<file path="config.mk">
export PLATFORM = sky130hd
export DESIGN_NAME = harris_smooth
export DESIGN_NICKNAME = d
export VERILOG_FILES = /design/src/design/harris_math_pkg.sv /design/src/design/harris_pix_pkg.sv /design/src/design/harris_smooth.sv
export SDC_FILE = /design/constraint.sdc
export NUM_CORES = 1
export LEC_CHECK = 0
export ABC_AREA = 1
export BUFFER_PORTS_ARGS = -buffer_cell sky130_fd_sc_hd__buf_4
export CELL_PAD_IN_SITES_DETAIL_PLACEMENT = 2
export CELL_PAD_IN_SITES_GLOBAL_PLACEMENT = 2
export CORE_AREA = 2 2 254 318
export CTS_CLUSTER_DIAMETER = 60
export DETAILED_ROUTE_END_ITERATION = 16
export DIE_AREA = 0 0 256 320
export MAX_ROUTING_LAYER = met4
export PLACE_DENSITY_LB_ADDON = 0.12
export SLEW_MARGIN = 20
export SYNTH_ARGS = -nofsm -noshare
export SYNTH_HDL_FRONTEND = slang
export SYNTH_SLANG_ARGS = --single-unit
export TNS_END_PERCENT = 100
</file>
<file path="constraint.sdc">
create_clock -name clk -period 0.8 [get_ports clk]
set_clock_uncertainty 0.05 [all_clocks]
set_input_delay 0.08 -clock clk [delete_from_list [all_inputs] [get_ports clk]]
set_output_delay 0.08 -clock clk [all_outputs]
set_load 0.01 [all_outputs]
</file>
<file path="src/design/harris_math_pkg.sv">
// arithmetic types for the Harris response datapath
// widths cover the worst case 8-bit window without overflow
// import inside a module body; ports use scoped names

package harris_math_pkg;

  // ******************************
  // datapath widths
  // ******************************
  // |Ix| <= 4*255, product <= 1020^2, sum of 16 weighted products,
  // and the trace square scaled by K_NUM all fit with a sign bit
  localparam int GRAD_W = 11;
  localparam int PROD_W = 22;
  localparam int SUM_W  = 27;
  localparam int RESP_W = 58;

  typedef logic signed [GRAD_W-1:0] grad_t;
  typedef logic signed [PROD_W-1:0] prod_t;
  typedef logic signed [SUM_W-1:0]  sum_t;
  typedef logic signed [RESP_W-1:0] resp_t;

  // gradient products at one inner position
  typedef struct packed {
    prod_t xx;
    prod_t yy;
    prod_t xy;
  } prods_t;

  // gaussian-weighted products over the 3x3 inner grid
  typedef struct packed {
    sum_t xx;
    sum_t yy;
    sum_t xy;
  } sums_t;

  // trace factor k = K_NUM / 2^K_SHIFT, about 0.07
  localparam int K_NUM   = 18;
  localparam int K_SHIFT = 8;

endpackage

</file>
<file path="src/design/harris_pix_pkg.sv">
// pixel-side types for the Harris corner classifier
// shared by the datapath stages, the result queue and the testbench
// import inside a module body; ports use scoped names

package harris_pix_pkg;

  // ******************************
  // pixel and window geometry
  // ******************************
  localparam int PIX_W    = 8;
  localparam int WIN_SIZE = 5;

  // one unsigned grey-level sample
  typedef logic [PIX_W-1:0] pix_t;

  // 5x5 neighbourhood, row-major, index 12 is the centre pixel
  typedef pix_t [WIN_SIZE*WIN_SIZE-1:0] window_t;

  // ******************************
  // classifier output
  // ******************************

  // pixel is the centre value or 0 for a suppressed edge
  typedef struct packed {
    pix_t pixel;
    logic corner;
  } result_t;

endpackage
</file>
<file path="src/design/harris_smooth.sv">
// second pipeline stage of the Harris classifier
// 1-2-1 / 2-4-2 / 1-2-1 weighted sums of the nine product triples
// edge flag and centre pixel ride along with the sums

module harris_smooth (
  input  logic                          clk,
  input  logic                          arst_n,
  input  logic                          g_valid,
  input  harris_math_pkg::prods_t [8:0] g_prods_arr,
  input  logic                          g_edge,
  input  harris_pix_pkg::pix_t          g_centre,
  output logic                          s_valid,
  output harris_math_pkg::sums_t        s_sums,
  output logic                          s_edge,
  output harris_pix_pkg::pix_t          s_centre
);
  import harris_pix_pkg::*;
  import harris_math_pkg::*;

  sums_t sums_d;

  // separable weight: x2 for the middle row, x2 again for the middle column
  function automatic int wshift(input int k);
    return int'(k / 3 == 1) + int'(k % 3 == 1);
  endfunction

  function automatic sum_t weigh(input prod_t p, input int sh);
    return sum_t'(p) <<< sh;
  endfunction

  always_comb begin
    sums_d = '0;
    for (int k = 0; k < 9; k++) begin
      sums_d.xx = sums_d.xx + weigh(g_prods_arr[k].xx, wshift(k));
      sums_d.yy = sums_d.yy + weigh(g_prods_arr[k].yy, wshift(k));
      sums_d.xy = sums_d.xy + weigh(g_prods_arr[k].xy, wshift(k));
    end
  end

  always_ff @(posedge clk or negedge arst_n) begin
    if (!arst_n) begin
      s_valid <= 1'b0;
    end else begin
      s_valid <= g_valid;
    end
  end

  always_ff @(posedge clk) begin
    if (g_valid) begin
      s_sums   <= sums_d;
      s_edge   <= g_edge;
      s_centre <= g_centre;
    end
  end

endmodule

</file>
# After elaboration in Yosys (flattened, before gate mapping)
# Cells that the tools add are included.
# W data, S select, Z words.
[op_classes]
add_sub_neg = 24
[op_table]
columns = ["operator", "n"]
rows = [
  ["$add A27 B22 Y27", 6],
  ["$add A27 B23 Y27", 6],
  ["$add A26 B24 Y27", 3],
  ["$add A25 B23 Y26", 3],
  ["$add A24 B22 Y25", 3],
  ["$add A22 B23 Y24", 3],
]
[word_totals]
ff_bits = 91
in_bits = 606
out_inout_bits = 91
wordCells = 30

# Depth between registers and ports, before layout
# Gate-level depths: netlist of the first run.
[logic_depth]
ltp_word = 8
depth_mapped = 19
mapped_depth_nobuf = 19

# Least setup slack after synthesis of the first run
# Ideal clock, no wire load.
[synth_timing]
path_kind = "input -> register"
start = "in g_prods_arr[443] in the netlist's numbering"
end = "reg s_sums[69] in the netlist's numbering (data pin)"
setup_ps = 261
t_arrival_ps = 3460
t_required_ps = 489
slack_ps = -2970
path_stages = 15
cell_sequence = "fa_1 fa_1 fa_1 inv_1 fa_1 inv_1 ha_1 fa_1 nand3_1 nand3_2 nand2_1 nand2_2 nand2_1 nand2_1 xor2_1"
[synth_rtl]
columns = ["item", "line", "text"]
rows = [
  ["start: declaration", "harris_smooth.sv:9", "input harris_math_pkg::prods_t [8:0] g_prods_arr,"],
  ["end signal: assignment", "harris_smooth.sv:50", "s_sums <= sums_d;"],
  ["end: declaration", "harris_smooth.sv:13", "output harris_math_pkg::sums_t s_sums,"],
]

==> results of run 1 <==
## cells in the mapped netlist
| cell | n |
|---|---|
| inv_1 | 929 |
| fa_1 | 483 |
| nand2_1 | 458 |
| edfxtp_1 | 90 |
| ha_1 | 78 |
| nand3_1 | 62 |
| nor2_1 | 57 |
| xor2_1 | 37 |
| a21oi_1 | 35 |
| nand2_2 | 31 |
| nand4_1 | 15 |
| nor2_2 | 15 |
| nor2_4 | 12 |
| nand3b_1 | 5 |
| nor3_1 | 5 |
| a21oi_2 | 4 |
| nand3_2 | 4 |
| and2_4 | 2 |
| inv_2 | 2 |
| or2_1 | 2 |
| and2_1 | 1 |
| dfrtp_1 | 1 |
| nand3b_4 | 1 |
| o21ai_2 | 1 |
| xnor2_1 | 1 |
## kinds of logic (layout without fill, tap and decap cells)
| group | count (synthesis) | count (layout) |
|---|---|---|
| buf+inv | 931 | 1823 |
| fa+ha+maj | 561 | 561 |
| compound gates | 40 | 40 |
| flops | 91 | 91 |
| xor+xnor | 38 | 38 |
| simple gates | 670 | 670 |
| other cells | 0 | 2 |
## final cells by class
| class | instances | area, um2 | share of cell area, % |
|---|---|---|---|
| inverters | 931 | 3562 | 11.02 |
| flip-flops and latches | 91 | 2728 | 8.438 |
| clock buffers | 9 | 225.2 | 0.6967 |
| multi-input cells | 1309 | 17030 | 52.68 |
| clock inverters | 7 | 115.1 | 0.3561 |
| well taps | 1053 | 1318 | 4.076 |
| repair buffers | 876 | 7346 | 22.72 |
| diodes | 2 | 5.005 | 0.01548 |
## worst max-delay path: cells and delay by family
family | cells | cell delay [ns]
AOI/OAI and AO/OA | 1 | 0.20
adders and majority gates | 5 | 2.36
buffers and inverters | 6 | 0.39
and+or+nand+nor | 6 | 0.52
## per-layer routing
layer	global-route usage [%]	wire length (um)	share of wire, %
met1	20.94	28210	37
met2	37.69	43890	57
met3	3.202	3128	4.1
met4	3.470	1286	1.7
met5	-	0	0
## state kept, by name (all words and copies together), names as in the netlist
signal    flops
s_centre      8
s_edge        1
s_sums       81
s_valid       1
## path summary, 6_finish.rpt
| path | slack [ns] | cells after the start | end | startpoint |
|---|---|---|---|---|
| worst max-delay path | -2.66 | 18 | s_sums[77] | g_prods_arr[394] |
| max in group asynchronous | 0.13 | 3 | s_valid | arst_n |
| min in group asynchronous | 0.47 | 3 | s_valid | arst_n |
| worst min-delay path | -0.07 | 2 | s_sums[54] | g_prods_arr[572] |
## through the flow
stage | hold slack, ns | area (um2) | setup slack, ns | std cells
finish | -0.06606 | 32330 | -2.662 | 4278
global route | -0.08139 | 32330 | -2.840 | 4278
CTS | -0.1099 | 31170 | -2.682 | 4250
global placement | -0.1940 | 28940 | -3.124 | 4195
detailed placement | -0.1922 | 28940 | -3.230 | 4195
floorplan | -0.2656 | 21510 | -2.750 | 2331
## what timing repair did
action | in CTS | in global routing
endpoints found under the hold margin | 16 | 6
pin swaps | 243 | 229
setup buffers | 30 | 35
endpoints found under the setup margin | 172 | 175
gates resized for setup | 443 | 322
==> metrics.yaml, run 1 <==
status: "finished with violations"
violations: "hold timing, setup timing"
worstSetupEndpointType: "flop"
synth_fa_ha_area_share_pct: 52.34
synth_top_family_by_area: "adder cells"
routed_wl_um: 76510
cp_max_fo: 4
finalCritPeriodShare_pct: 432.8
clock_sinks: 91
placementRows: 115
slowest_stage: "fa_2"
drv_cap: 0
clockBufferDepth: 2
grt_max_degree: 35
yosysUniqueCellTypes: 25
finalHoldViolCount: 6
yosysSeqAreaShare_pct: 13.41
finalSetupTns_ns: -205.13
crit_chain: "buf_4 -> fa_2 -> inv_2 -> fa_1 -> inv_1 -> fa_1 -> inv_1 -> fa_1 -> inv_2 -> ha_4 -> nand2_2 -> inv_1 -> nand2_1 -> nand2_1 -> a21oi_2 -> nand3_2 -> nand2_1 -> nand2_1"
rsz0062_at_grt: "true"
num_vias: 17521
cp_common_cell: "nand2_1"
cts_tree: "done"
layout-drive-gt1-share_pct: 47.72
grt_pass1_vias: 21818
fin_util_pct: 41.07
muxShareOfSynthArea_pct: 0
cts.hold.buffers_added: 12
drc: 0
gr-usage-all-layers_pct: 19.51
numCtsBuffers: 9
crit_type: "input pin to flop"
yosys-top-cells-area: "fa_1 (48%), inv_1 (17%), edfxtp_1 (13%)"
cts_root_buffer: "clkbuf_16"
initial_utilization_pct: 25.84
synthCells: 2331
setup_ws_ns: -2.662
synthesis.nets: 3498
fmax_mhz: 288.8
synth_compound_area_share_pct: 1.077
synth_area_um2: 20340
die_area_um2: 81920
synthXorXnorAreaFrac_pct: 1.636
antenna_found_initial: 2
synth_top_area_cell: "fa_1"
worstHoldPathType: "input pin to flop"
syn_to_final_growth_pct: 58.95
layout_commonest_cell: "inv_1"
fillers: 8589
worst_slew_pin_slew_ns: 0.2871
cp.required_ns: 0.90
postRouteAntennaNets: 0
critPathArrivalTime_ns: 3.56
dpl.hpwl_um: 69220
startpoint_type: "input pin"
vias_per_cell: 4.096
slew_viol_final: 0
die_w_um: 256
slew_headroom_pct: 80.86
grt_pass1_wl_um: 119500
wire_per_inst_um: 17.89
first_iter_violations: 260
ctsHtreeMaxLevel: 3
grt-ovfl-total: 0
whs_ns: -0.06606
gp_congestion: 0.9200
synth_warnings: 0
setup_viol: 172
core_area_um2: 78710
fin_nets: 4385
io_pins: 697
synth-simple-area-share_pct: 14.35
synthesis.area_per_instance_um2: 8.725
io_buffers: 696
critPathMaxStageDelay_ns: 0.60
final_cell_mix: "inv_1 (772), buf_4 (685), fa_1 (457)"
synth-seq-cells: 91
layout_min_cycle_time_ns: 3.462
die_y_um: 320
firstDrtPassIters: 4
path_clk_slew_ns: 0.08
synth_top_area_share_pct: 47.54
Power of run 1 is left out: the tool's default activity adds up to more than one toggle a clock period on the data nets, which glitch-free logic cannot reach.
==> inputs of run 2 (changes only) <==
--- a/config.mk
+++ b/config.mk
@@ -7,12 +7,14 @@
 export LEC_CHECK = 0
 export ABC_AREA = 1
 export BUFFER_PORTS_ARGS = -buffer_cell sky130_fd_sc_hd__buf_4
+export CAP_MARGIN = 20
 export CELL_PAD_IN_SITES_DETAIL_PLACEMENT = 2
 export CELL_PAD_IN_SITES_GLOBAL_PLACEMENT = 2
-export CORE_AREA = 2 2 254 318
+export CORE_AREA = 2 2 283 285
 export CTS_CLUSTER_DIAMETER = 60
+export CTS_CLUSTER_SIZE = 8
 export DETAILED_ROUTE_END_ITERATION = 16
-export DIE_AREA = 0 0 256 320
+export DIE_AREA = 0 0 285 287
 export MAX_ROUTING_LAYER = met4
 export PLACE_DENSITY_LB_ADDON = 0.12
 export SLEW_MARGIN = 20
==> run 2 against run 1 <==
Against the previous run:
- the run still ends with hold timing, setup timing left
- non-clock buffer count decreased by 9
- first-iteration DRC count increased by 9.6%
- die area decreased by 0.15%
- cell count decreased by 0.19%
- core utilization decreased by 0.13 points
- count of clock-buffer cells in the layout unchanged
==> metrics.yaml, run 2 (synthesized netlist as in run 1, its figures left out) <==
wl_met2_um: 42740
startpoint_type: "input pin"
regArea_um2: 2728
clockBufferDepth: 2
finalInstanceArea_um2: 32180
io_buffers: 696
worstHoldPathType: "input pin to flop"
critPathArrivalTime_ns: 3.56
critPathMaxStageDelay_ns: 0.57
fillers: 8519
cp.required_ns: 0.91
ctsHtreeMaxLevel: 3
finalHoldViolCount: 3
antenna_found_initial: 7
worstSetupEndpointType: "flop"
gp_congestion: 0.8245
die_area_um2: 81800
cts_tree: "done"
postRouteAntennaNets: 0
worst_slew_pin_slew_ns: 0.2934
top_register: "s_sums"
vias_per_cell: 4.087
whs_ns: -0.07842
rsz0062_at_grt: "true"
slew_headroom_pct: 80.37
final_cell_mix: "inv_1 (781), buf_4 (670), fa_1 (444)"
violations: "hold timing, setup timing"
placed_area_um2: 29010
path_buf_inv: 4
fin_nets: 4376
largest_reg_flops: 81
layout_commonest_cell: "inv_1"
grt_max_degree: 37
die_w_um: 285
placementRows: 103
die_y_um: 287
setup_ws_ns: -2.650
gr-usage-all-layers_pct: 19.11
status: "finished with violations"
crit_type: "input pin to flop"
num_vias: 17450
routed.top_layer: "met4"
wl_met1_um: 28280
grt_pass1_wl_um: 117300
firstDrtPassIters: 4
routed_wl_um: 74760
slew_viol_final: 0
finalCritPeriodShare_pct: 431.3
clock_sinks: 91
cp_common_cell: "fa_1"
layout-drive-gt1-share_pct: 47.04
syn_to_final_growth_pct: 58.24
initial_utilization_pct: 25.87
reg_top3: "s_sums (81), s_centre (8)"
path_clk_slew_ns: 0.09
cp_max_fo: 4
grt-ovfl-total: 0
crit_chain: "buf_6 -> fa_1 -> fa_1 -> fa_1 -> inv_1 -> fa_1 -> inv_2 -> ha_4 -> fa_2 -> nand3_2 -> nand3_4 -> buf_4 -> nand3b_4 -> nand3_2 -> nand2_1 -> nand2_1"
setup_viol: 173
critPathTopFamily: "adder cells"
grt_pass1_vias: 21615
dpl.hpwl_um: 67820
io_pins: 697
multi_input_area_um2: 16960
first_iter_violations: 285
drc: 0
numCtsBuffers: 9
fmax_mhz: 289.8
slowest_stage: "fa_1"
drv_cap: 0
wire_per_inst_um: 17.51
layout_min_cycle_time_ns: 3.450
wl_met3_um: 2643
core_area_um2: 78610
cts_root_buffer: "clkbuf_16"
run 2: final cells by class:
cell class                      instances  area share [%]
Inverter                              931           11.06
Tap cell                             1050           4.082
Sequential cell                        91           8.475
Clock inverter                          7          0.2644
Timing Repair Buffer                  867           22.67
Antenna cell                            6         0.04665
Multi-Input combinational cell       1309           52.70
Clock buffer                            9          0.6998
run 2: routing by layer:
metal	vias to the layer above	GRT usage, %
met1	8887	21.01
met2	339	36.56
met3	48	2.738
li1	8176	-
met4	0	3.665
met5	-	-
run 2: final timing paths:
path,from,slack (ns),cells after the start,to
min in group asynchronous,arst_n,0.45,3,s_valid
worst min-delay path,g_prods_arr[572],-0.08,2,s_sums[54]
max in group asynchronous,arst_n,0.15,3,s_valid
worst max-delay path,g_prods_arr[443],-2.65,16,s_sums[77]
run 2: timing repair:
action,CTS,global route
buffers inserted,26,23
endpoints found under the hold margin,14,4
hold buffers,12,1
pin swaps,208,176
setup endpoints to repair,172,173
resized for setup,453,281
run 2: metrics by stage:
| step | hold slack (ns) | std cells | setup WS, ns | util, % | setup TNS [ns] |
|---|---|---|---|---|---|
| detailed placement | -0.1923 | 4198 | -3.148 | 36.90 | -230.10 |
| finish | -0.07842 | 4270 | -2.650 | 40.94 | -204.23 |
| floorplan | -0.2656 | 2331 | -2.750 | - | -186.28 |
| global placement | -0.1947 | 4198 | -3.110 | 36.90 | -225.80 |
| global route | -0.08029 | 4270 | -2.762 | 40.94 | -216.41 |
| CTS | -0.1168 | 4247 | -2.663 | 39.63 | -207.23 |
Power of run 2 is left out for the same reason.
