[src/design/harris_pix_pkg.sv]
// pixel-side types for the Harris corner classifier
// shared by the datapath stages, the result queue and the testbench
// import inside a module body; ports use scoped names

package harris_pix_pkg;

  // ******************************
  // pixel and window geometry
  // ******************************
  localparam int PIX_W    = 8;
  localparam int WIN_SIZE = 5;

  // one unsigned grey-level sample
  typedef logic [PIX_W-1:0] pix_t;

  // 5x5 neighbourhood, row-major, index 12 is the centre pixel
  typedef pix_t [WIN_SIZE*WIN_SIZE-1:0] window_t;

  // ******************************
  // classifier output
  // ******************************

  // pixel is the centre value or 0 for a suppressed edge
  typedef struct packed {
    pix_t pixel;
    logic corner;
  } result_t;

endpackage
[src/design/harris_out_queue.sv]
// result queue at the output of the classifier pipeline
// holds results until the consumer grants a credit, then releases them
// in order and returns one upstream credit per released slot

module harris_out_queue #(
  parameter int DEPTH = 4
) (
  input  logic                    clk,
  input  logic                    arst_n,
  input  logic                    r_valid,
  input  harris_pix_pkg::result_t r_result,
  input  logic                    out_credit,
  output logic                    out_valid,
  output harris_pix_pkg::result_t out_result,
  output logic                    in_credit
);
  import harris_pix_pkg::*;

  localparam int PTR_W  = (DEPTH > 1) ? $clog2(DEPTH) : 1;
  localparam int CNT_W  = $clog2(DEPTH + 1);
  localparam int CRED_W = 16;

  result_t           mem [DEPTH];
  logic [PTR_W-1:0]  wr_ptr;
  logic [PTR_W-1:0]  rd_ptr;
  logic [CNT_W-1:0]  count;
  logic [CRED_W-1:0] credits;
  logic              credit_add;
  logic              pop;

  function automatic logic [PTR_W-1:0] next_ptr(input logic [PTR_W-1:0] p);
    return (p == PTR_W'(DEPTH - 1)) ? '0 : p + 1'b1;
  endfunction

  // release in the same cycle a result and a credit are both on hand
  assign pop        = (count != '0) && (credits != '0);
  assign out_valid  = pop;
  assign in_credit  = pop;
  assign out_result = mem[rd_ptr];

  // counter saturates rather than wrap on a runaway consumer
  assign credit_add = out_credit && !(&credits);

  // upstream credits guarantee a free slot for every incoming result
  always_ff @(posedge clk) begin
    if (r_valid) begin
      mem[wr_ptr] <= r_result;
    end
  end

  always_ff @(posedge clk or negedge arst_n) begin
    if (!arst_n) begin
      wr_ptr  <= '0;
      rd_ptr  <= '0;
      count   <= '0;
      credits <= '0;
    end else begin
      if (r_valid) begin
        wr_ptr <= next_ptr(wr_ptr);
      end
      if (pop) begin
        rd_ptr <= next_ptr(rd_ptr);
      end
      count   <= count + CNT_W'(r_valid) - CNT_W'(pop);
      credits <= credits + CRED_W'(credit_add) - CRED_W'(pop);
    end
  end

endmodule

[config.mk]
export PLATFORM = sky130hd
export DESIGN_NAME = harris_out_queue
export DESIGN_NICKNAME = d
export VERILOG_FILES = /design/src/design/harris_pix_pkg.sv /design/src/design/harris_out_queue.sv
export SDC_FILE = /design/constraint.sdc
export NUM_CORES = 1
export LEC_CHECK = 0
export ABC_AREA = 0
export BUFFER_PORTS_ARGS = -buffer_cell sky130_fd_sc_hd__buf_2
export CORE_ASPECT_RATIO = 1.2
export CORE_MARGIN = 4
export CORE_UTILIZATION = 40
export CTS_CLUSTER_SIZE = 20
export DETAILED_ROUTE_END_ITERATION = 10
export MAX_ROUTING_LAYER = met4
export SLEW_MARGIN = 10
export SYNTH_ARGS = -nofsm -noshare
export SYNTH_HDL_FRONTEND = slang
export SYNTH_SLANG_ARGS = --single-unit
[constraint.sdc]
create_clock -name clk -period 3.12 [get_ports clk]
set_input_delay 0.624 -clock clk [delete_from_list [all_inputs] [get_ports clk]]
set_output_delay 0.624 -clock clk [all_outputs]
set_load 0.02 [all_outputs]
Word level (Yosys, flattened, before mapping)
Memories as Yosys holds them, arrays and structs flattened.
Index checks and enable logic that the tools add are counted.

word-level totals
  bits in registers = 23
  RAM bits = 36
  bits of input ports = 13
  output and inout port bits = 11
  word-level logic and storage cells = 23
  memories kept = 1

memories
  name  depth  bits a word  read ports  clocked after memory_dff  wr ports  line                    text
  mem   4      9            1           0                         1         harris_out_queue.sv:23  result_t mem [DEPTH];

cells by class
  add/sub/neg operators = 6
  eq/ne operators = 2
  mux-type cells = 4
  reduce and logical (&&, ||, !) cells = 6

operators by type and width
  operator                                      count
  adder 16 x 1 -> 16 bit                        1
  AND reduction 16 bit                          1
  nonzero test 16 bit                           1
  subtractor 16 x 1 -> 16 bit                   1
  adder 2 x 1 -> 2 bit (second input constant)  2
  equality test 2 bit (second input constant)   2
  2-to-1 mux 2 bit                              2
  adder 3 x 1 -> 3 bit                          1
  nonzero test 3 bit                            1
  subtractor 3 x 1 -> 3 bit                     1
  logical AND 1 bit                             2
  2-to-1 mux 1 bit                              2
  zero test 1 bit                               1

Logic depth before layout (Yosys ltp)
Gate-level depths: netlist of run 1.

  word-level depth = 5
  mapped depth = 15

Worst setup path before layout of run 1
Ideal clock, no wire load.

  path kind = reg-to-reg
  start = reg credits[8]
  end = reg credits[14]
  setup time = 0.125 ns
  arrival time = 3.127 ns
  required time = 2.995 ns
  path slack = -0.131 ns
  cell stages (with the launch flop) = 16
  path buffers = 0
  period minus slack after synthesis = 3.251 ns
  path through = dfrtp_1 > inv_1 > ha_1 > and4b_1 > nand3_1 > o32a_1 > ha_1 > inv_1 > ha_1 > inv_1 > fa_1 > and2b_4 > o2111ai_2 > a2111oi_0 > nor3_1 > xnor2_1

between the ends
  elaborated cells between the ends (all ways) = 7

RTL lines
  item                         line                    text
  from (decl)                  harris_out_queue.sv:27  logic [CRED_W-1:0] credits;
  from (signal assigned)       harris_out_queue.sv:65  credits <= credits + CRED_W'(credit_add) - CRED_W'(pop);
  nonzero test 16 bit          harris_out_queue.sv:36  assign pop = (count != '0) && (credits != '0);
  logical AND 1 bit            harris_out_queue.sv:36
  net in_credit                harris_out_queue.sv:15  output logic in_credit
  subtractor 16 x 1 -> 16 bit  harris_out_queue.sv:65

The timed path passes the listed nets, and every way through them passes these cells.
A chain may end at the register's enable or synchronous reset.

Worst setup path in the final report of run 1
  start = reg credits[8]
  end = reg credits[14]

between the ends
  word-level cells in the longest chain between the ends = 5
  elaborated cells between the ends (all ways) = 7

ends and longest elaborated chain
  item                             line                    text
  AND reduction 16 bit             harris_out_queue.sv:42  assign credit_add = out_credit && !(&credits);
  zero test 1 bit                  harris_out_queue.sv:42
  logical AND 1 bit                harris_out_queue.sv:42
  adder 16 x 1 -> 16 bit           harris_out_queue.sv:65
  subtractor 16 x 1 -> 16 bit (*)  harris_out_queue.sv:65

Mark *: on every way between the ends. The rest lies on a longest branch, timed or not.

==> results.tsv, run 1 <==
metric	value	unit
grt ovf	0	
endpoints failing hold	0	
CTS clk-pin slew, worst paths	0.07	ns
die width	89.50	um
via/cell ratio	5.016	
TritonCTS clock tree	built	
share of cells above drive strength 1	28.28	%
Worst-Margin Slew	0.6590	ns
most common cell after layout, fill and taps aside	edfxtp_1	
final slew viol count	0	
Tmin final	3.102	ns
CTS Buffer Depth	2	
cell area after synthesis	3188	um^2
Worst slew margin	56.07	%
max_cap viols	0	
clk_skew	0.007442	ns
Crit-path slowest cell	a2111oi_4	
Sink Count	59	
ys async rst share	38.98	%
Distinct cells, synth	48	
register area share after synthesis	51.96	%
Initial Util	41.36	%
routed via count	1916	
drt total wl	5896	um
largest net degree at the start of global routing	24	
Synth Area in Simple Gates	8.399	%
Net Count, Synth	293	
vias in the first global route	2041	
total die area	9468	um^2
hold_ws	0.2759	ns
critical path's largest stage delay	0.41	ns
drt first pass iters	4	
Detailed Place HPWL	4337	um
Synthesis Warnings	0	
Synth Area in Compound Gates	8.516	%
critical path cell sequence	inv_1 -> ha_1 -> and4b_1 -> nand3_2 -> o32a_4 -> ha_4 -> inv_2 -> ha_4 -> inv_2 -> fa_2 -> and2b_4 -> o2111ai_4 -> a2111oi_4 -> nor3_2 -> xnor2_1	
PortBufs	23	
adder-cell area share of the yosys netlist	15.78	%
# DRC	0	
final setup fails	0	
Post-Synthesis Cells	241	
CTS H-tree depth	3	
antenna violations before repair	0	
largest family of logic cells by synthesized area	adder cells	
#FFs+latches synth	59	
most frequent cells in the layout	edfxtp_1, ha_1, inv_1, dfrtp_1, buf_2	
Core ar.	7707	um^2
# IOs	24	
crit path max fanout	3	
Peak Freq	322.4	MHz
syn_area_per_cell	13.23	um^2
RSZ-0062 raised after global routing	yes	
mux contribution to synthesized area	7.064	%
Crit Path Category	flip-flop to flip-flop	
final net count	337	
Layout Area Growth over Synthesis	18.60	%
row count	35	
Synth Flop Type	edfxtp_1	
antenna cells	0	
fin crit share	99.42	%
GR Util All Layers	14.09	%
Synth Area in XOR/XNOR	4.121	%
crit path launch type	flip-flop	
Hold Path Class	primary input to async pin	
Avg WL per Cell	15.43	um
Critical Path RT	3.33	ns
CTS root buffer	clkbuf_8	
status	finished, final reports clean	
Post-synth EDFFs	36	
Clock Latency Late Sink	0.33	ns
CP Data Arrival Time	3.31	ns
Die Height	105.8	um
Routed Antenna Nets	0	
initial DRC count	60	
routability cong.	0.8032	
Crit. End Element	flip-flop	
global-route wire length before repair	9749	um
Num CTS Buffers	9	
path summary, 6_finish.rpt:
kind                                   from           to  slack [ns]  cells after the start
worst max register to register   credits[8]  credits[14]        0.02                     15
worst max-delay path             credits[8]  credits[14]        0.02                     15
max in group asynchronous            arst_n   credits[7]        2.48                      1
worst min-delay path                 arst_n  credits[12]        0.28                      1
worst min register to register     count[1]     count[2]        0.58                      1
min in group clk                r_result[1]    mem[1][1]        0.51                      1
critical path: cells and delay by family (launching register included):
family / cells / cell delay, ns
compound gates: 3 / 0.84
xor+xnor: 1 / 0.13
fa+ha+maj: 4 / 0.81
buf+inv: 3 / 0.19
flops: 1 / 0.38
simple gates: 4 / 0.65
cell families after synthesis:
logic type | count (synthesis)
flops | 59
simple gates | 46
fa+ha+maj | 39
compound gates | 37
buf+inv | 34
xor+xnor | 15
mux | 11
state kept, by name, indices dropped and copies added, names as in the netlist:
name     count
count        3
credits     16
mem         36
rd_ptr       2
wr_ptr       2
through the flow:
stage	worst slack [ns]	cells	area (um^2)	setup TNS, ns	utilization (%)
final	0.01808	382	3781	0	49.06
after global routing	-0.1426	382	3781	-0.1655	49.06
after CTS	0.004201	382	3712	0	48.17
after detailed placement	-0.07336	365	3525	-0.1540	45.73
after global placement	0.03628	365	3525	0	45.73
after floorplan	0.01696	241	3221	0	-
synth_stat cells (all sizes together), types with 5 or more instances:
cell type | count | area [um^2]
nand3 | 8 | 40.04
o21ai | 5 | 25.02
inv | 31 | 116.4
edfxtp | 36 | 1081
mux4 | 9 | 202.7
dfrtp | 23 | 575.6
xnor2 | 13 | 113.9
nor2 | 7 | 26.28
a21oi | 11 | 55.05
ha | 37 | 462.9
nand2 | 7 | 26.28
final cells by class:
cell class	count	area, um^2
Clock inverter	6	33.78
Multi-Input combinational cell	148	1519
Sequential cell	59	1657
Inverter	31	116.4
Fill cell	686	3926
Tap cell	92	115.1
Clock buffer	10	127.6
Timing Repair Buffer	36	212.7
metal layers:
metal | up-vias | part of all wire (%) | global-route usage, %
met2 | 30 | 52 | 23.13
met1 | 925 | 42 | 16.76
li1 | 952 | - | -
met4 | 0 | 1.8 | 5.745
met5 | - | 0 | -
met3 | 9 | 3.7 | 2.658
what timing repair did:
| item | 4_1_cts | 5_1_grt |
|---|---|---|
| setup buffers | 1 | 0 |
| endpoints found under the setup margin | 3 | 5 |
| hold buffers | 0 | 0 |
| pin swaps | 5 | 8 |
| resized for setup | 7 | 10 |
Power of run 1 is left out: the tool's default activity adds up to more than one toggle a clock period on the data nets, which glitch-free logic cannot reach.
==> run 2: changes to the inputs <==
--- a/config.mk
+++ b/config.mk
@@ -7,7 +7,6 @@
 export LEC_CHECK = 0
 export ABC_AREA = 0
 export BUFFER_PORTS_ARGS = -buffer_cell sky130_fd_sc_hd__buf_2
-export CORE_ASPECT_RATIO = 1.2
 export CORE_MARGIN = 4
 export CORE_UTILIZATION = 40
 export CTS_CLUSTER_SIZE = 20
==> run 2 against run 1 <==
Net effect: fmax is 0.78% higher; clock-buffer cell count did not move; non-clock buffer count unchanged; clock skew grew 0.00076 ns; worst hold slack got worse by 0.0028 ns; final cell count increased by 2.6%; sequential share of layout area decreased by 0.80 points; final area increased by 1.9%; critical path depth unchanged; flip-flop and latch count unchanged; register-to-register slack improved by 0.02 ns; die area about the same.
==> results.tsv, run 2 (same netlist as run 1, synthesis figures left out) <==
metric	value	unit	change
status	finished, final reports clean		
final net count	337		unchanged
Core ar.	7727	um^2	+0.26%
Hold Path Class	primary input to async pin		
Crit Path Category	flip-flop to flip-flop		
CTS H-tree depth	3		unchanged
initial DRC count	120		+100%
TritonCTS clock tree	built		
Crit. End Element	flip-flop		
grt ovf	0		unchanged
cell depth of the worst flop-to-flop path	15		unchanged
CP Data Arrival Time	3.29	ns	-0.02 ns
GR Util All Layers	13.84	%	-0.25 points
DP Cell Count	374		+2.5%
drt total wl	6057	um	+2.7%
Num CTS Buffers	9		unchanged
endpoints failing hold	0		unchanged
most common cell after layout, fill and taps aside	edfxtp_1		
antenna cells	0		unchanged
crit path launch type	flip-flop		
final setup fails	0		unchanged
Peak Freq	324.9	MHz	+0.78%
RSZ-0062 raised after global routing	yes		
via/cell ratio	4.990		-0.52%
Worst-Margin Slew	0.6907	ns	+0.03175 ns
Top Registers	mem (36), credits (16), count (3)		
Detailed Place HPWL	4459	um	+2.8%
Initial Util	41.26	%	-0.11 points
routed via count	1956		+2.1%
Avg WL per Cell	15.45	um	+0.11%
antenna violations before repair	0		unchanged
Layout Area Growth over Synthesis	20.80	%	
Worst slew margin	53.95	%	-2.1 points
fin cells	392		+2.6%
CTS Buffer Depth	2		unchanged
most frequent cells in the layout	edfxtp_1, ha_1, inv_1, dfrtp_1, buf_2		
total die area	9462	um^2	about the same
Critical Path RT	3.33	ns	about the same
# IOs	24		unchanged
Clock Latency Late Sink	0.33	ns	about the same
routability cong.	0.7966		-0.82%
max_cap viols	0		unchanged
share of cells above drive strength 1	29.31	%	+1.0 points
crit path max fanout	3		unchanged
drt first pass iters	4		unchanged
max reg flops	36		unchanged
global-route wire length before repair	10010	um	+2.7%
die width	97.28	um	+8.7%
largest net degree at the start of global routing	24		unchanged
Routed Antenna Nets	0		unchanged
Die Height	97.28	um	-8.1%
Largest Register	mem		
worst slack at placement	-0.05075	ns	+0.02262 ns
CTS clk-pin slew, worst paths	0.07	ns	about the same
# DRC	0		unchanged
final slew viol count	0		unchanged
CTS root buffer	clkbuf_8		
Sink Count	59		unchanged
setup ws final	0.04203	ns	+0.02396 ns
PortBufs	23		unchanged
row count	32		-8.6%
clk_skew	0.008198	ns	+0.0007555 ns
vias in the first global route	2064		+1.1%
Tmin final	3.078	ns	-0.02396 ns
fin crit share	98.65	%	-0.77 points
run 2: cell types whose count changed in the layout (fill, tap and decap cells not counted), sizes merged:
cell,previous run,this run
clkinvlp,2,1
bufinv,0,2
clkinv,4,3
run 2: worst paths after layout:
| check | startpoint | to | slack [ns] |
|---|---|---|---|
| max | credits[9] | credits[14] | 0.04 |
| min | arst_n | credits[15] | 0.27 |
| max reg2reg | credits[9] | credits[14] | 0.04 |
| min reg2reg | count[1] | count[2] | 0.58 |
| max in group asynchronous | arst_n | credits[14] | 2.48 |
| min in group clk | r_result[2] | mem[2][2] | 0.50 |
run 2: cell type report:
type / instances / area, um^2
clock buffer: 10 / 127.6
clock inverter: 6 / 90.09
fill: 684 / 3876
inverter: 31 / 118.9
multi-input combinational: 148 / 1518
sequential: 59 / 1657
tap: 102 / 127.6
timing repair buffer: 36 / 212.7
run 2: repair_timing:
item,4_1_cts,5_1_grt
gates cloned,0,0
buffers inserted,0,2
hold buffers,0,0
pin swaps,2,8
setup endpoints to repair,4,5
resized for setup,3,17
run 2: metal layers:
metal / global-route usage, % / share of wire, % / up-vias
li1: - / - / 957
met1: 17.83 / 46 / 953
met2: 21.39 / 48 / 34
met3: 3.661 / 4.2 / 12
met4: 4.579 / 1.7 / 0
met5: - / 0 / -
run 2: metrics by stage:
| step | utilization (%) | setup TNS (ns) | area [um^2] | hold slack [ns] |
|---|---|---|---|---|
| 3_5_place_dp | 45.68 | -0.06616 | 3530 | 0.5600 |
| 3_3_place_gp | 45.68 | 0 | 3530 | 0.5696 |
| 2_1_floorplan | - | 0 | 3221 | 0.3284 |
| 4_1_cts | 48.83 | -0.001664 | 3774 | 0.2741 |
| 6_report | 49.84 | 0 | 3851 | 0.2730 |
| 5_1_grt | 49.84 | -0.01031 | 3851 | 0.3068 |
run 2: worst max-delay path, cell delays in order, from the launching register on:
cell	delay, ns
dfrtp_1	0.38
inv_1	0.11
ha_4	0.14
and4b_1	0.20
nand3_2	0.07
o32a_4	0.23
ha_4	0.22
inv_4	0.05
ha_4	0.13
inv_2	0.03
fa_2	0.32
and2b_4	0.27
o2111ai_4	0.19
a2111oi_4	0.41
nor3_2	0.07
xnor2_1	0.12
Power of run 2 is left out for the same reason.
